[src/u1e_ctrl_config.svh]
// u1e control core configuration: slave map, setting indices, misc offsets
`ifndef U1E_CTRL_CONFIG_SVH
`define U1E_CTRL_CONFIG_SVH

//////////////////////////////////////////////////
// wishbone slave numbers, taken from adr[10:7]
`define U1E_SLV_MISC      4'h0
`define U1E_SLV_RB        4'h7
`define U1E_SLV_SET       4'h8
`define U1E_SLV_SET_MASK  4'hE   // settings slave spans 8 and 9

//////////////////////////////////////////////////
// setting register indices
`define SR_TIME64         42     // time load high word, low word at +1
`define SR_REG_TEST32     60

//////////////////////////////////////////////////
// misc register byte offsets
`define REG_LEDS          7'd0
`define REG_CGEN_CTRL     7'd4
`define REG_CGEN_ST       7'd6   // read only
`define REG_TEST          7'd8
`define REG_RX_FRAMELEN   7'd10  // read only
`define REG_TX_FRAMELEN   7'd12
`define REG_XFER_RATE     7'd14
`define REG_COMPAT        7'd16  // read only

`define COMPAT_NUM        8'd5
`define RB_DEFAULT        16'hBEEF

`endif

[src/ctrl_bus_pkg.sv]
// control bus package: wishbone side address, data and slave index types
package ctrl_bus_pkg;

   // byte address from the single master
   typedef logic [10:0] wb_adr_t;

   // 16 bit data in both directions
   typedef logic [15:0] wb_dat_t;

   // slave number, upper four address bits
   typedef logic [3:0]  slave_idx_t;

endpackage

[src/ctrl_regs_pkg.sv]
// control register package: settings bus, time and readback types
package ctrl_regs_pkg;

   // 64 setting registers of 32 bits
   typedef logic [5:0]  set_adr_t;
   typedef logic [31:0] set_dat_t;

   typedef logic [63:0] vita_time_t;   // free running time count

   typedef logic [31:0] rb_word_t;     // one readback word, seen as two halves

   // misc slave register
   typedef logic [15:0] misc_reg_t;

endpackage

[src/setting_reg.sv]
// setting register: captures the settings bus word at its own index
module setting_reg
   import ctrl_regs_pkg::*;
#(
   parameter int my_addr = 0,
   parameter int width   = 32
)
(
   input  logic             wb_clk,
   input  logic             wb_rst,
   input  logic             set_stb_i,
   input  set_adr_t         set_adr_i,
   input  set_dat_t         set_dat_i,
   output logic [width-1:0] out_o,
   output logic             changed_o
);
   logic hit;

   assign hit = set_stb_i & (set_adr_i == set_adr_t'(my_addr));

   always_ff @(posedge wb_clk)
   begin
      if (hit)
         out_o <= set_dat_i[width-1:0];
   end

   // one cycle pulse, lines up with the new out value
   always_ff @(posedge wb_clk)
   begin
      if (wb_rst)
         changed_o <= 1'b0;
      else
         changed_o <= hit;
   end

endmodule

[src/wb_slave_decode.sv]
// wishbone slave decoder with read data and ack return for the single master
`include "u1e_ctrl_config.svh"

module wb_slave_decode
   import ctrl_bus_pkg::*;
(
   input  logic    wb_clk,
   input  logic    wb_rst,
   input  logic    cyc_i,
   input  logic    stb_i,
   input  wb_adr_t adr_i,
   input  wb_dat_t misc_dat_i,
   input  logic    misc_ack_i,
   input  wb_dat_t rb_dat_i,
   input  logic    rb_ack_i,
   input  logic    set_ack_i,
   output logic    misc_stb_o,
   output logic    rb_stb_o,
   output logic    set_stb_o,
   output wb_dat_t dat_o,
   output logic    ack_o
);
   slave_idx_t slv;
   logic       ack_q;   // ack given in the previous cycle
   logic       req;
   logic       hit_misc, hit_rb, hit_set;

   assign slv = adr_i[10:7];

   // one idle cycle after every ack keeps settings strobes apart
   assign req = cyc_i & stb_i & ~ack_q;

   assign hit_misc = (slv == `U1E_SLV_MISC);
   assign hit_rb   = (slv == `U1E_SLV_RB);
   assign hit_set  = ((slv & `U1E_SLV_SET_MASK) == (`U1E_SLV_SET & `U1E_SLV_SET_MASK));

   assign misc_stb_o = req & hit_misc;
   assign rb_stb_o   = req & hit_rb;
   assign set_stb_o  = req & hit_set;

   // unmapped slaves give 0 and never ack
   always_comb
   begin
      dat_o = '0;
      ack_o = 1'b0;
      if (hit_misc)
      begin
         dat_o = misc_dat_i;
         ack_o = misc_ack_i;
      end
      else if (hit_rb)
      begin
         dat_o = rb_dat_i;
         ack_o = rb_ack_i;
      end
      else if (hit_set)
         ack_o = set_ack_i;   // write only, reads return 0
   end

   always_ff @(posedge wb_clk)
   begin
      if (wb_rst)
         ack_q <= 1'b0;
      else
         ack_q <= ack_o;
   end

endmodule

[src/misc_regs.sv]
// misc register slave: leds, clock generator control and status, frame lengths
`include "u1e_ctrl_config.svh"

module misc_regs
   import ctrl_bus_pkg::*, ctrl_regs_pkg::*;
(
   input  logic       wb_clk,
   input  logic       wb_rst,
   input  logic       stb_i,
   input  logic       we_i,
   input  wb_adr_t    adr_i,
   input  wb_dat_t    dat_i,
   input  logic       cgen_st_status_i,
   input  logic       cgen_st_ld_i,
   input  logic       cgen_st_refmon_i,
   input  misc_reg_t  rx_frame_len_i,
   output wb_dat_t    dat_o,
   output logic       ack_o,
   output logic [3:0] debug_led_o,
   output logic       cgen_sync_b_o,
   output logic       cgen_ref_sel_o,
   output misc_reg_t  tx_frame_len_o,
   output logic [7:0] test_rate_o,
   output logic [3:0] test_ctrl_o
);
   misc_reg_t  reg_leds, reg_cgen_ctrl, reg_test, xfer_rate;
   logic [6:0] offset;

   assign offset = adr_i[6:0];
   assign ack_o  = stb_i;   // no wait states

   always_ff @(posedge wb_clk)
   begin
      if (wb_rst)
      begin
         reg_leds       <= '0;
         reg_cgen_ctrl  <= 16'd3;   // sync_b and ref_sel idle high
         reg_test       <= '0;
         tx_frame_len_o <= '0;
         xfer_rate      <= '0;
      end
      else if (stb_i & we_i)
      begin
         case (offset)
            `REG_LEDS:        reg_leds       <= dat_i;
            `REG_CGEN_CTRL:   reg_cgen_ctrl  <= dat_i;
            `REG_TEST:        reg_test       <= dat_i;
            `REG_TX_FRAMELEN: tx_frame_len_o <= dat_i;
            `REG_XFER_RATE:   xfer_rate      <= dat_i;
            default:          ;
         endcase
      end
   end

   always_comb
   begin
      case (offset)
         `REG_LEDS:        dat_o = reg_leds;
         `REG_CGEN_CTRL:   dat_o = reg_cgen_ctrl;
         `REG_CGEN_ST:     dat_o = {13'd0, cgen_st_status_i, cgen_st_ld_i, cgen_st_refmon_i};
         `REG_TEST:        dat_o = reg_test;
         `REG_RX_FRAMELEN: dat_o = rx_frame_len_i;
         `REG_TX_FRAMELEN: dat_o = tx_frame_len_o;
         `REG_XFER_RATE:   dat_o = xfer_rate;
         `REG_COMPAT:      dat_o = {8'd0, `COMPAT_NUM};
         default:          dat_o = `RB_DEFAULT;
      endcase
   end

   assign test_ctrl_o = xfer_rate[11:8];
   assign test_rate_o = xfer_rate[7:0];
   assign {cgen_sync_b_o, cgen_ref_sel_o} = reg_cgen_ctrl[1:0];
   assign debug_led_o = ~reg_leds[3:0];   // leds are active low

endmodule

[src/settings_bus_16le.sv]
// settings bus bridge: two 16 bit wishbone writes make one 32 bit setting strobe
module settings_bus_16le
   import ctrl_bus_pkg::*, ctrl_regs_pkg::*;
(
   input  logic     wb_clk,
   input  logic     wb_rst,
   input  logic     stb_i,
   input  logic     we_i,
   input  wb_adr_t  adr_i,
   input  wb_dat_t  dat_i,
   output logic     ack_o,
   output logic     set_stb_o,
   output set_adr_t set_adr_o,
   output set_dat_t set_dat_o
);
   wb_dat_t low_half;   // held until the high half arrives
   logic    wr;

   assign wr    = stb_i & we_i;
   assign ack_o = stb_i;   // reads ack too, data comes back as 0

   always_ff @(posedge wb_clk)
   begin
      if (wb_rst)
         set_stb_o <= 1'b0;
      else
         set_stb_o <= wr & adr_i[1];
   end

   always_ff @(posedge wb_clk)
   begin
      if (wr & ~adr_i[1])
         low_half <= dat_i;
      if (wr & adr_i[1])
      begin
         set_adr_o <= adr_i[7:2];
         set_dat_o <= {dat_i, low_half};
      end
   end

endmodule

[src/time_64bit.sv]
// vita time: 64 bit cycle counter with settings bus load and pps capture
`include "u1e_ctrl_config.svh"

module time_64bit
   import ctrl_regs_pkg::*;
(
   input  logic       wb_clk,
   input  logic       wb_rst,
   input  logic       set_stb_i,
   input  set_adr_t   set_adr_i,
   input  set_dat_t   set_dat_i,
   input  logic       pps_i,
   output vita_time_t vita_time_o,
   output vita_time_t vita_time_pps_o
);
   set_dat_t   time_hi, time_lo;
   logic       load;       // low word written, takes both words
   logic [1:0] pps_sync;
   logic       pps_d;
   logic       pps_rise;

   setting_reg #(.my_addr(`SR_TIME64), .width(32)) sr_time_hi
   (
      .wb_clk(wb_clk), .wb_rst(wb_rst),
      .set_stb_i(set_stb_i), .set_adr_i(set_adr_i), .set_dat_i(set_dat_i),
      .out_o(time_hi), .changed_o()
   );

   setting_reg #(.my_addr(`SR_TIME64 + 1), .width(32)) sr_time_lo
   (
      .wb_clk(wb_clk), .wb_rst(wb_rst),
      .set_stb_i(set_stb_i), .set_adr_i(set_adr_i), .set_dat_i(set_dat_i),
      .out_o(time_lo), .changed_o(load)
   );

   always_ff @(posedge wb_clk)
   begin
      if (wb_rst)
         vita_time_o <= '0;
      else if (load)
         vita_time_o <= {time_hi, time_lo};
      else
         vita_time_o <= vita_time_o + 64'd1;
   end

   // pps is asynchronous to wb_clk
   always_ff @(posedge wb_clk)
   begin
      if (wb_rst)
      begin
         pps_sync <= 2'b00;
         pps_d    <= 1'b0;
      end
      else
      begin
         pps_sync <= {pps_sync[0], pps_i};
         pps_d    <= pps_sync[1];
      end
   end

   assign pps_rise = pps_sync[1] & ~pps_d;

   always_ff @(posedge wb_clk)
   begin
      if (pps_rise)
         vita_time_pps_o <= vita_time_o;
   end

endmodule

[src/readback_mux_16le.sv]
// readback slave: 32 bit status words read as little endian 16 bit halves
module readback_mux_16le
   import ctrl_bus_pkg::*, ctrl_regs_pkg::*;
(
   input  logic     wb_clk,
   input  logic     wb_rst,
   input  logic     stb_i,
   input  wb_adr_t  adr_i,
   input  rb_word_t word00_i,
   input  rb_word_t word01_i,
   input  rb_word_t word02_i,
   input  rb_word_t word03_i,
   input  rb_word_t word04_i,
   input  rb_word_t word05_i,
   output wb_dat_t  dat_o,
   output logic     ack_o
);
   rb_word_t word_sel;

   always_comb
   begin
      case (adr_i[5:2])
         4'd0:    word_sel = word00_i;
         4'd1:    word_sel = word01_i;
         4'd2:    word_sel = word02_i;
         4'd3:    word_sel = word03_i;
         4'd4:    word_sel = word04_i;
         4'd5:    word_sel = word05_i;
         default: word_sel = '0;   // words 6 to 15 unused
      endcase
   end

   // ack drops after one cycle so a held strobe gets a single ack
   always_ff @(posedge wb_clk)
   begin
      if (wb_rst)
         ack_o <= 1'b0;
      else
         ack_o <= stb_i & ~ack_o;
   end

   always_ff @(posedge wb_clk)
   begin
      dat_o <= adr_i[1] ? word_sel[31:16] : word_sel[15:0];   // adr[1] picks the half
   end

endmodule

[src/u1e_ctrl_top.sv]
// u1e control core top: wishbone decode, misc registers, settings bus, time, readback
`include "u1e_ctrl_config.svh"

module u1e_ctrl_top
   import ctrl_bus_pkg::*, ctrl_regs_pkg::*;
(
   input  logic       wb_clk,
   input  logic       wb_rst,
   input  logic       wb_cyc_i,
   input  logic       wb_stb_i,
   input  logic       wb_we_i,
   input  wb_adr_t    wb_adr_i,
   input  wb_dat_t    wb_dat_i,
   input  logic       cgen_st_status_i,
   input  logic       cgen_st_ld_i,
   input  logic       cgen_st_refmon_i,
   input  logic       pps_i,
   input  misc_reg_t  rx_frame_len_i,
   output wb_dat_t    wb_dat_o,
   output logic       wb_ack_o,
   output logic [3:0] debug_led_o,
   output logic       cgen_sync_b_o,
   output logic       cgen_ref_sel_o,
   output misc_reg_t  tx_frame_len_o,
   output logic [7:0] test_rate_o,
   output logic [3:0] test_ctrl_o
);
   logic       misc_stb, rb_stb, set_slv_stb;
   wb_dat_t    misc_dat, rb_dat;
   logic       misc_ack, rb_ack, set_ack;

   logic       set_stb;        // one cycle settings strobe
   set_adr_t   set_adr;
   set_dat_t   set_dat;

   set_dat_t   reg_test32;
   vita_time_t vita_time, vita_time_pps;

   //////////////////////////////////////////////////
   // wishbone intercon, single master

   wb_slave_decode wb_slave_decode_inst
   (
      .wb_clk(wb_clk), .wb_rst(wb_rst),
      .cyc_i(wb_cyc_i), .stb_i(wb_stb_i), .adr_i(wb_adr_i),
      .misc_dat_i(misc_dat), .misc_ack_i(misc_ack),
      .rb_dat_i(rb_dat), .rb_ack_i(rb_ack), .set_ack_i(set_ack),
      .misc_stb_o(misc_stb), .rb_stb_o(rb_stb), .set_stb_o(set_slv_stb),
      .dat_o(wb_dat_o), .ack_o(wb_ack_o)
   );

   misc_regs misc_regs_inst   // slave 0
   (
      .wb_clk(wb_clk), .wb_rst(wb_rst),
      .stb_i(misc_stb), .we_i(wb_we_i), .adr_i(wb_adr_i), .dat_i(wb_dat_i),
      .cgen_st_status_i(cgen_st_status_i), .cgen_st_ld_i(cgen_st_ld_i),
      .cgen_st_refmon_i(cgen_st_refmon_i), .rx_frame_len_i(rx_frame_len_i),
      .dat_o(misc_dat), .ack_o(misc_ack), .debug_led_o(debug_led_o),
      .cgen_sync_b_o(cgen_sync_b_o), .cgen_ref_sel_o(cgen_ref_sel_o),
      .tx_frame_len_o(tx_frame_len_o), .test_rate_o(test_rate_o), .test_ctrl_o(test_ctrl_o)
   );

   //////////////////////////////////////////////////
   // settings bus, slaves 8 and 9

   settings_bus_16le settings_bus_16le_inst
   (
      .wb_clk(wb_clk), .wb_rst(wb_rst),
      .stb_i(set_slv_stb), .we_i(wb_we_i), .adr_i(wb_adr_i), .dat_i(wb_dat_i),
      .ack_o(set_ack), .set_stb_o(set_stb), .set_adr_o(set_adr), .set_dat_o(set_dat)
   );

   // persists over wb_rst, software uses it to see the fpga is still loaded
   setting_reg #(.my_addr(`SR_REG_TEST32), .width(32)) sr_reg_test32
   (
      .wb_clk(wb_clk), .wb_rst(wb_rst),
      .set_stb_i(set_stb), .set_adr_i(set_adr), .set_dat_i(set_dat),
      .out_o(reg_test32), .changed_o()
   );

   time_64bit time_64bit_inst
   (
      .wb_clk(wb_clk), .wb_rst(wb_rst),
      .set_stb_i(set_stb), .set_adr_i(set_adr), .set_dat_i(set_dat), .pps_i(pps_i),
      .vita_time_o(vita_time), .vita_time_pps_o(vita_time_pps)
   );

   //////////////////////////////////////////////////
   // readback mux, slave 7

   readback_mux_16le readback_mux_16le_inst
   (
      .wb_clk(wb_clk), .wb_rst(wb_rst), .stb_i(rb_stb), .adr_i(wb_adr_i),
      .word00_i(vita_time[63:32]), .word01_i(vita_time[31:0]),
      .word02_i(vita_time_pps[63:32]), .word03_i(vita_time_pps[31:0]),
      .word04_i(reg_test32),
      .word05_i('0),   // err_status, no error source left
      .dat_o(rb_dat), .ack_o(rb_ack)
   );

endmodule

[config.mk]
export PLATFORM = sky130hd
export DESIGN_NAME = u1e_ctrl_top
export DESIGN_NICKNAME = d
export VERILOG_FILES = /design/src/ctrl_bus_pkg.sv /design/src/ctrl_regs_pkg.sv /design/src/setting_reg.sv /design/src/wb_slave_decode.sv /design/src/misc_regs.sv /design/src/settings_bus_16le.sv /design/src/time_64bit.sv /design/src/readback_mux_16le.sv /design/src/u1e_ctrl_top.sv
export VERILOG_INCLUDE_DIRS = /design/src /design/src/src
export SDC_FILE = /design/constraint.sdc
export NUM_CORES = 1
export LEC_CHECK = 0
export BUFFER_PORTS_ARGS = -buffer_cell sky130_fd_sc_hd__buf_2
export CAP_MARGIN = 20
export CORE_MARGIN = 5
export CORE_UTILIZATION = 45
export DETAILED_ROUTE_END_ITERATION = 16
export GPL_ROUTABILITY_DRIVEN = 0
export SKIP_LAST_GASP = 1
export SLEW_MARGIN = 20
export SYNTH_ARGS = -nofsm -noshare
export SYNTH_HDL_FRONTEND = slang
export SYNTH_SLANG_ARGS = --single-unit
[constraint.sdc]
create_clock -name wb_clk -period 5.63 [get_ports wb_clk]
set_input_delay 1.126 -clock wb_clk [delete_from_list [all_inputs] [get_ports wb_clk]]
set_output_delay 1.126 -clock wb_clk [all_outputs]
set_load 0.01 [all_outputs]
==> report_table.html <==
<table>
<tr><th>Metric</th><th>Value</th></tr>
<tr><th colspan="2">Floorplanning</th></tr>
<tr><td>Count of pins on the block boundary</td><td>103</td></tr>
<tr><td>Total die area</td><td>39400 um^2</td></tr>
<tr><td>DIE HEIGHT</td><td>approximately 200 um</td></tr>
<tr><td>Chip width</td><td>slightly below 200 um</td></tr>
<tr><td>Starting utilization of the core area</td><td>a little under half</td></tr>
<tr><td>Row count</td><td>69</td></tr>
<tr><td>Area of the core region</td><td>between 30000 and 40000 um^2</td></tr>
<tr><th colspan="2">Drt</th></tr>
<tr><td>Number of vias after detailed routing</td><td>11.8k</td></tr>
<tr><td>Residual DRC count</td><td>0</td></tr>
<tr><td>Antenna viol nets, final</td><td>0</td></tr>
<tr><td>Total detailed-routing wirelength</td><td>44700 um</td></tr>
<tr><td>Number of search-and-repair iterations in the first detailed-routing pass</td><td>5</td></tr>
<tr><td>Number of vias per cell</td><td>5.81</td></tr>
<tr><td>Initial DRC Count</td><td>1064</td></tr>
<tr><td>Final routed wire length divided by cell count</td><td>22.1 um</td></tr>
<tr><th colspan="2">Worst setup path</th></tr>
<tr><td>Depth of the worst register-to-register path</td><td>6</td></tr>
<tr><td>Capture point of the worst reg-to-reg path</td><td>time_64bit_inst.vita_time_o[42]</td></tr>
<tr><td>Kind of launch point of the worst setup path</td><td>input pin</td></tr>
<tr><td>Worst path arrival time</td><td>about 3.1 ns</td></tr>
<tr><td>Endpoint class of the critical path</td><td>output port</td></tr>
<tr><td>Type of the setup path with the least slack</td><td>in -&gt; out</td></tr>
<tr><td>Startpoint of the worst setup timing path</td><td>wb_adr_i[8]</td></tr>
<tr><td>WP data required</td><td>between 4 and 5 ns</td></tr>
<tr><td>Endpoint of the worst setup timing path</td><td>wb_dat_o[10]</td></tr>
<tr><td>Delay contributed by the slowest stage of the critical path</td><td>0.53 ns</td></tr>
<tr><td>Worst flop-to-flop path startpoint</td><td>time_64bit_inst.vita_time_o[0]</td></tr>
<tr><td>Largest fanout on the critical path</td><td>16</td></tr>
<tr><td>Most repeated library cell on the critical path</td><td>buf_2</td></tr>
<tr><td>Cell with the largest stage delay on the worst path</td><td>nand3_1</td></tr>
<tr><td>Worst path cell trace</td><td>buf_2 &gt; nor4_2 &gt; buf_4 &gt; nand3_1 &gt; a221oi_1 &gt; a21oi_1 &gt; buf_2</td></tr>
<tr><td>Reg-to-reg setup timing slack</td><td>~2.6 ns</td></tr>
<tr><th colspan="2">Clock tree</th></tr>
<tr><td>Number of instances resized during post-cts repair</td><td>0</td></tr>
<tr><td>Setup Buffers After CTS</td><td>0</td></tr>
<tr><td>Number of H-tree levels</td><td>2</td></tr>
<tr><td>Insertion delay of the later-clocked pin in the worst-skew pair</td><td>~0.54 ns</td></tr>
<tr><td>Number of buffers added to fix hold violations after cts</td><td>0</td></tr>
<tr><td>Total CTS buffers</td><td>just over 40</td></tr>
<tr><td>Number of sinks on the clock net</td><td>381</td></tr>
<tr><td>CTS Root Cell</td><td>clkbuf_16</td></tr>
<tr><td>CTS tree</td><td>yes</td></tr>
<tr><td>Number of buffers on the longest clock path</td><td>3</td></tr>
<tr><td>Register clock-pin slew on the reported worst setup and hold paths</td><td>~0.060 ns</td></tr>
<tr><th colspan="2">GRT</th></tr>
<tr><td>Pin count of the biggest net entering global routing</td><td>about 100</td></tr>
<tr><td>Via count of the first global-routing pass</td><td>about 12k</td></tr>
<tr><td>Initial antenna violation count</td><td>0</td></tr>
<tr><td>All-Layer GR Usage</td><td>~22%</td></tr>
<tr><td>Overall overflow remaining after global route</td><td>0</td></tr>
<tr><td>First-pass GRT wire length</td><td>68800 um</td></tr>
<tr><th colspan="2">Power</th></tr>
<tr><td>Switching Fraction</td><td>between 20% and 30%</td></tr>
<tr><td>Fraction of power consumed by the clock network</td><td>~45%</td></tr>
<tr><td>Cell internal pwr</td><td>between 4 and 5 mW</td></tr>
<tr><td>Share of power burned in registers</td><td>just over 50%</td></tr>
<tr><td>Leakage power</td><td>slightly above 6 nW</td></tr>
<tr><td>P per Cell Area</td><td>318 nW/um^2</td></tr>
<tr><td>Net load switching power</td><td>between 1 and 1.5 mW</td></tr>
<tr><td>Combinational group share of total power</td><td>3.6%</td></tr>
<tr><td>Max IR drop VDD</td><td>about 0.00025 V</td></tr>
<tr><th colspan="2">Synth</th></tr>
<tr><td>Number of enable-type register cells in the synthesized netlist</td><td>roughly 210</td></tr>
<tr><td>Proportion of register bits with asynchronous set or reset after synthesis</td><td>0%</td></tr>
<tr><td>Number of different library cells in the post-synthesis netlist</td><td>65</td></tr>
<tr><td>Mapped cell area</td><td>~16000 um^2</td></tr>
<tr><td>Main synth FF type</td><td>edfxtp_1</td></tr>
<tr><td>Post-synthesis sequential area ratio</td><td>61.1%</td></tr>
<tr><td>Synthesized netlist cell count</td><td>around 1.5k</td></tr>
<tr><td>Syn_area_per_cell</td><td>~11 um^2</td></tr>
<tr><td>Net count of the mapped netlist</td><td>1521</td></tr>
<tr><td>Count of state elements after synthesis</td><td>381</td></tr>
<tr><td>Number of warnings printed during yosys synthesis</td><td>0</td></tr>
<tr><th colspan="2">Placed design</th></tr>
<tr><td>Port Buf Inserts</td><td>102</td></tr>
<tr><td>Post-detail-place hpwl</td><td>a little under 30000 um</td></tr>
<tr><td>Dpl cells</td><td>1955</td></tr>
<tr><th colspan="2">Layout</th></tr>
<tr><td>Share of final-layout standard cells stronger than drive strength 1</td><td>between 10% and 20%</td></tr>
<tr><td>Net count reported at finish</td><td>about 1.6k</td></tr>
<tr><td>Leading cell type in the layout, fill and taps excluded</td><td>nand2_1</td></tr>
<tr><td>Layout area overhead</td><td>13.4%</td></tr>
<tr><td>Number of filler cells placed in the layout</td><td>between 3k and 4k</td></tr>
<tr><td>Highest-count cells in the layout ignoring fill and taps</td><td>nand2_1 (264), edfxtp_1 (214), dfxtp_1 (166)</td></tr>
<tr><td>Final Instance Count excl. Fillers</td><td>around 2k</td></tr>
<tr><td>Ant diodes</td><td>0</td></tr>
<tr><td>Layout Utilization</td><td>between 50% and 60%</td></tr>
<tr><th colspan="2">STA</th></tr>
<tr><td>Number of endpoints with negative hold slack in the final report</td><td>0</td></tr>
<tr><td>Unrepaired setup endpoints after global routing</td><td>false</td></tr>
<tr><td>Final Cycle Share</td><td>75.4%</td></tr>
<tr><td>Minimum period implied by the final worst setup slack</td><td>roughly 4.2 ns</td></tr>
<tr><td>FMAX</td><td>about 240 MHz</td></tr>
<tr><td>Count of endpoints failing setup in the final report</td><td>0</td></tr>
<tr><td>Least-Margin Pin Slew</td><td>1.19 ns</td></tr>
<tr><td>Aggregate negative setup slack</td><td>0 ns</td></tr>
<tr><td>Final worst clock skew</td><td>between 0.015 and 0.02 ns</td></tr>
<tr><td>Number of pins with negative max-slew slack in the final report</td><td>0</td></tr>
<tr><td>Relative slew slack</td><td>approximately a fifth</td></tr>
<tr><th colspan="2">Run</th></tr>
<tr><td>MaxCap Viol Count</td><td>0</td></tr>
<tr><th colspan="2">Status</th></tr>
<tr><td>Status</td><td>completed</td></tr>
<tr><th colspan="2">Worst hold path</th></tr>
<tr><td>Type of the tightest min-delay check</td><td>reg -&gt; reg</td></tr>
</table>
-- kinds of logic after synthesis --
family                     Yosys count  share of synthesized area (%)
AOI/OAI and AO/OA                  307                           12.3
xor gates and xnor gates            40                           2.19
adders and majority gates            1                         0.0782
buffers and inverters              118                           3.28
DFF                                381                           61.1
muxes                               69                           4.37
and+or+nand+nor                    552                           16.8
-- metal layers --
layer / vias to the layer above / share of wire (%) / wire (um) / GRT usage [%]
met4: 0 / 2.5 / 1130 / 7.12
met5: - / 0 / 0 / 0
met1: 5695 / 44 / 19700 / 31.1
met3: 70 / 7.2 / 3200 / 4.42
met2: 511 / 46 / 20700 / 35.7
li1: 5514 / - / - / -
-- how the worst min path moves through the flow --
stage                                        start                              endpoint  slack [ns]  depth (start not counted)
3_5_place_dp    settings_bus_16le_inst.low_half[3]   settings_bus_16le_inst.set_dat_o[3]        0.40                          0
2_1_floorplan         readback_mux_16le_inst.ack_o          readback_mux_16le_inst.ack_o        0.40                          1
4_1_cts        settings_bus_16le_inst.low_half[10]  settings_bus_16le_inst.set_dat_o[10]        0.42                          0
3_3_place_gp    settings_bus_16le_inst.low_half[5]   settings_bus_16le_inst.set_dat_o[5]        0.40                          0
6_report       settings_bus_16le_inst.low_half[10]  settings_bus_16le_inst.set_dat_o[10]        0.42                          0
5_1_grt         settings_bus_16le_inst.low_half[6]   settings_bus_16le_inst.set_dat_o[6]        0.42                          0
-- area by class of cell --
type / count / area, um^2 / share of cell area, %
flip-flops and latches: 381 / 9770 / 53.8
multi-input cells: 969 / 5750 / 31.7
clock buffers: 57 / 1110 / 6.09
repair buffers: 125 / 701 / 3.86
well taps: 461 / 577 / 3.18
clock inverters: 17 / 168 / 0.924
inverters: 19 / 71.3 / 0.393
-- power groups by stage --
| stage | sequential (mW) | combinational (mW) | clock (mW) |
|---|---|---|---|
| 6_report | 2.97 | 0.208 | 2.58 |
| 5_1_grt | 2.97 | 0.224 | 2.75 |
| 4_1_cts | 2.97 | 0.205 | 2.63 |
| 3_5_place_dp | 3.03 | 0.204 | 0 |
| 3_3_place_gp | 3.03 | 0.201 | 0 |
| 2_1_floorplan | 3.02 | 0.120 | 0 |
-- flip-flops by register name (all words and copies together) (netlist names), 32 cells and up --
register and cells:
time_64bit_inst.vita_time_pps_o 64, settings_bus_16le_inst.set_dat_o 32, time_64bit_inst.vita_time_o 64, time_64bit_inst.sr_time_lo.out_o 32, sr_reg_test32.out_o 32, time_64bit_inst.sr_time_hi.out_o 32
-- metrics by stage --
stage	hold WS [ns]	cell area [um^2]	power [mW]	setup WS, ns
after floorplan	0.398	16000	3.14	1.46
after global placement	0.401	16900	3.23	1.51
after detailed placement	0.405	16900	3.23	1.44
after CTS	0.418	18100	5.81	1.41
after global routing	0.424	18100	5.95	1.22
final	0.416	18100	5.76	1.39
-- Yosys cell counts, drive strengths merged (9+ instances only) --
cell type | number | area share (%)
nand3 | 26 | 0.81
nor3 | 22 | 0.84
nor4 | 24 | 1.4
dfxtp | 167 | 21
clkbuf | 55 | 1.3
o2111ai | 15 | 0.82
o21ai | 10 | 0.31
and3 | 15 | 0.59
mux2i | 62 | 3.9
a22oi | 11 | 0.52
xor2 | 33 | 1.8
a221oi | 13 | 0.71
a21oi | 156 | 4.9
nand2 | 265 | 6.2
o22ai | 17 | 0.66
buf | 44 | 1.5
edfxtp | 214 | 40
o211ai | 19 | 0.89
nor2 | 110 | 2.6
nor2b | 9 | 0.35
a211oi | 33 | 1.5
nor3b | 9 | 0.45
inv | 19 | 0.45
nand4 | 39 | 1.8
-- critical path: cells and delay by family --
kind / cells / cell delay, ns
simple gates: 2 / 0.79
compound gates: 2 / 0.64
buf+inv: 3 / 0.56
Note: power is estimated with default switching activity, not from simulation.
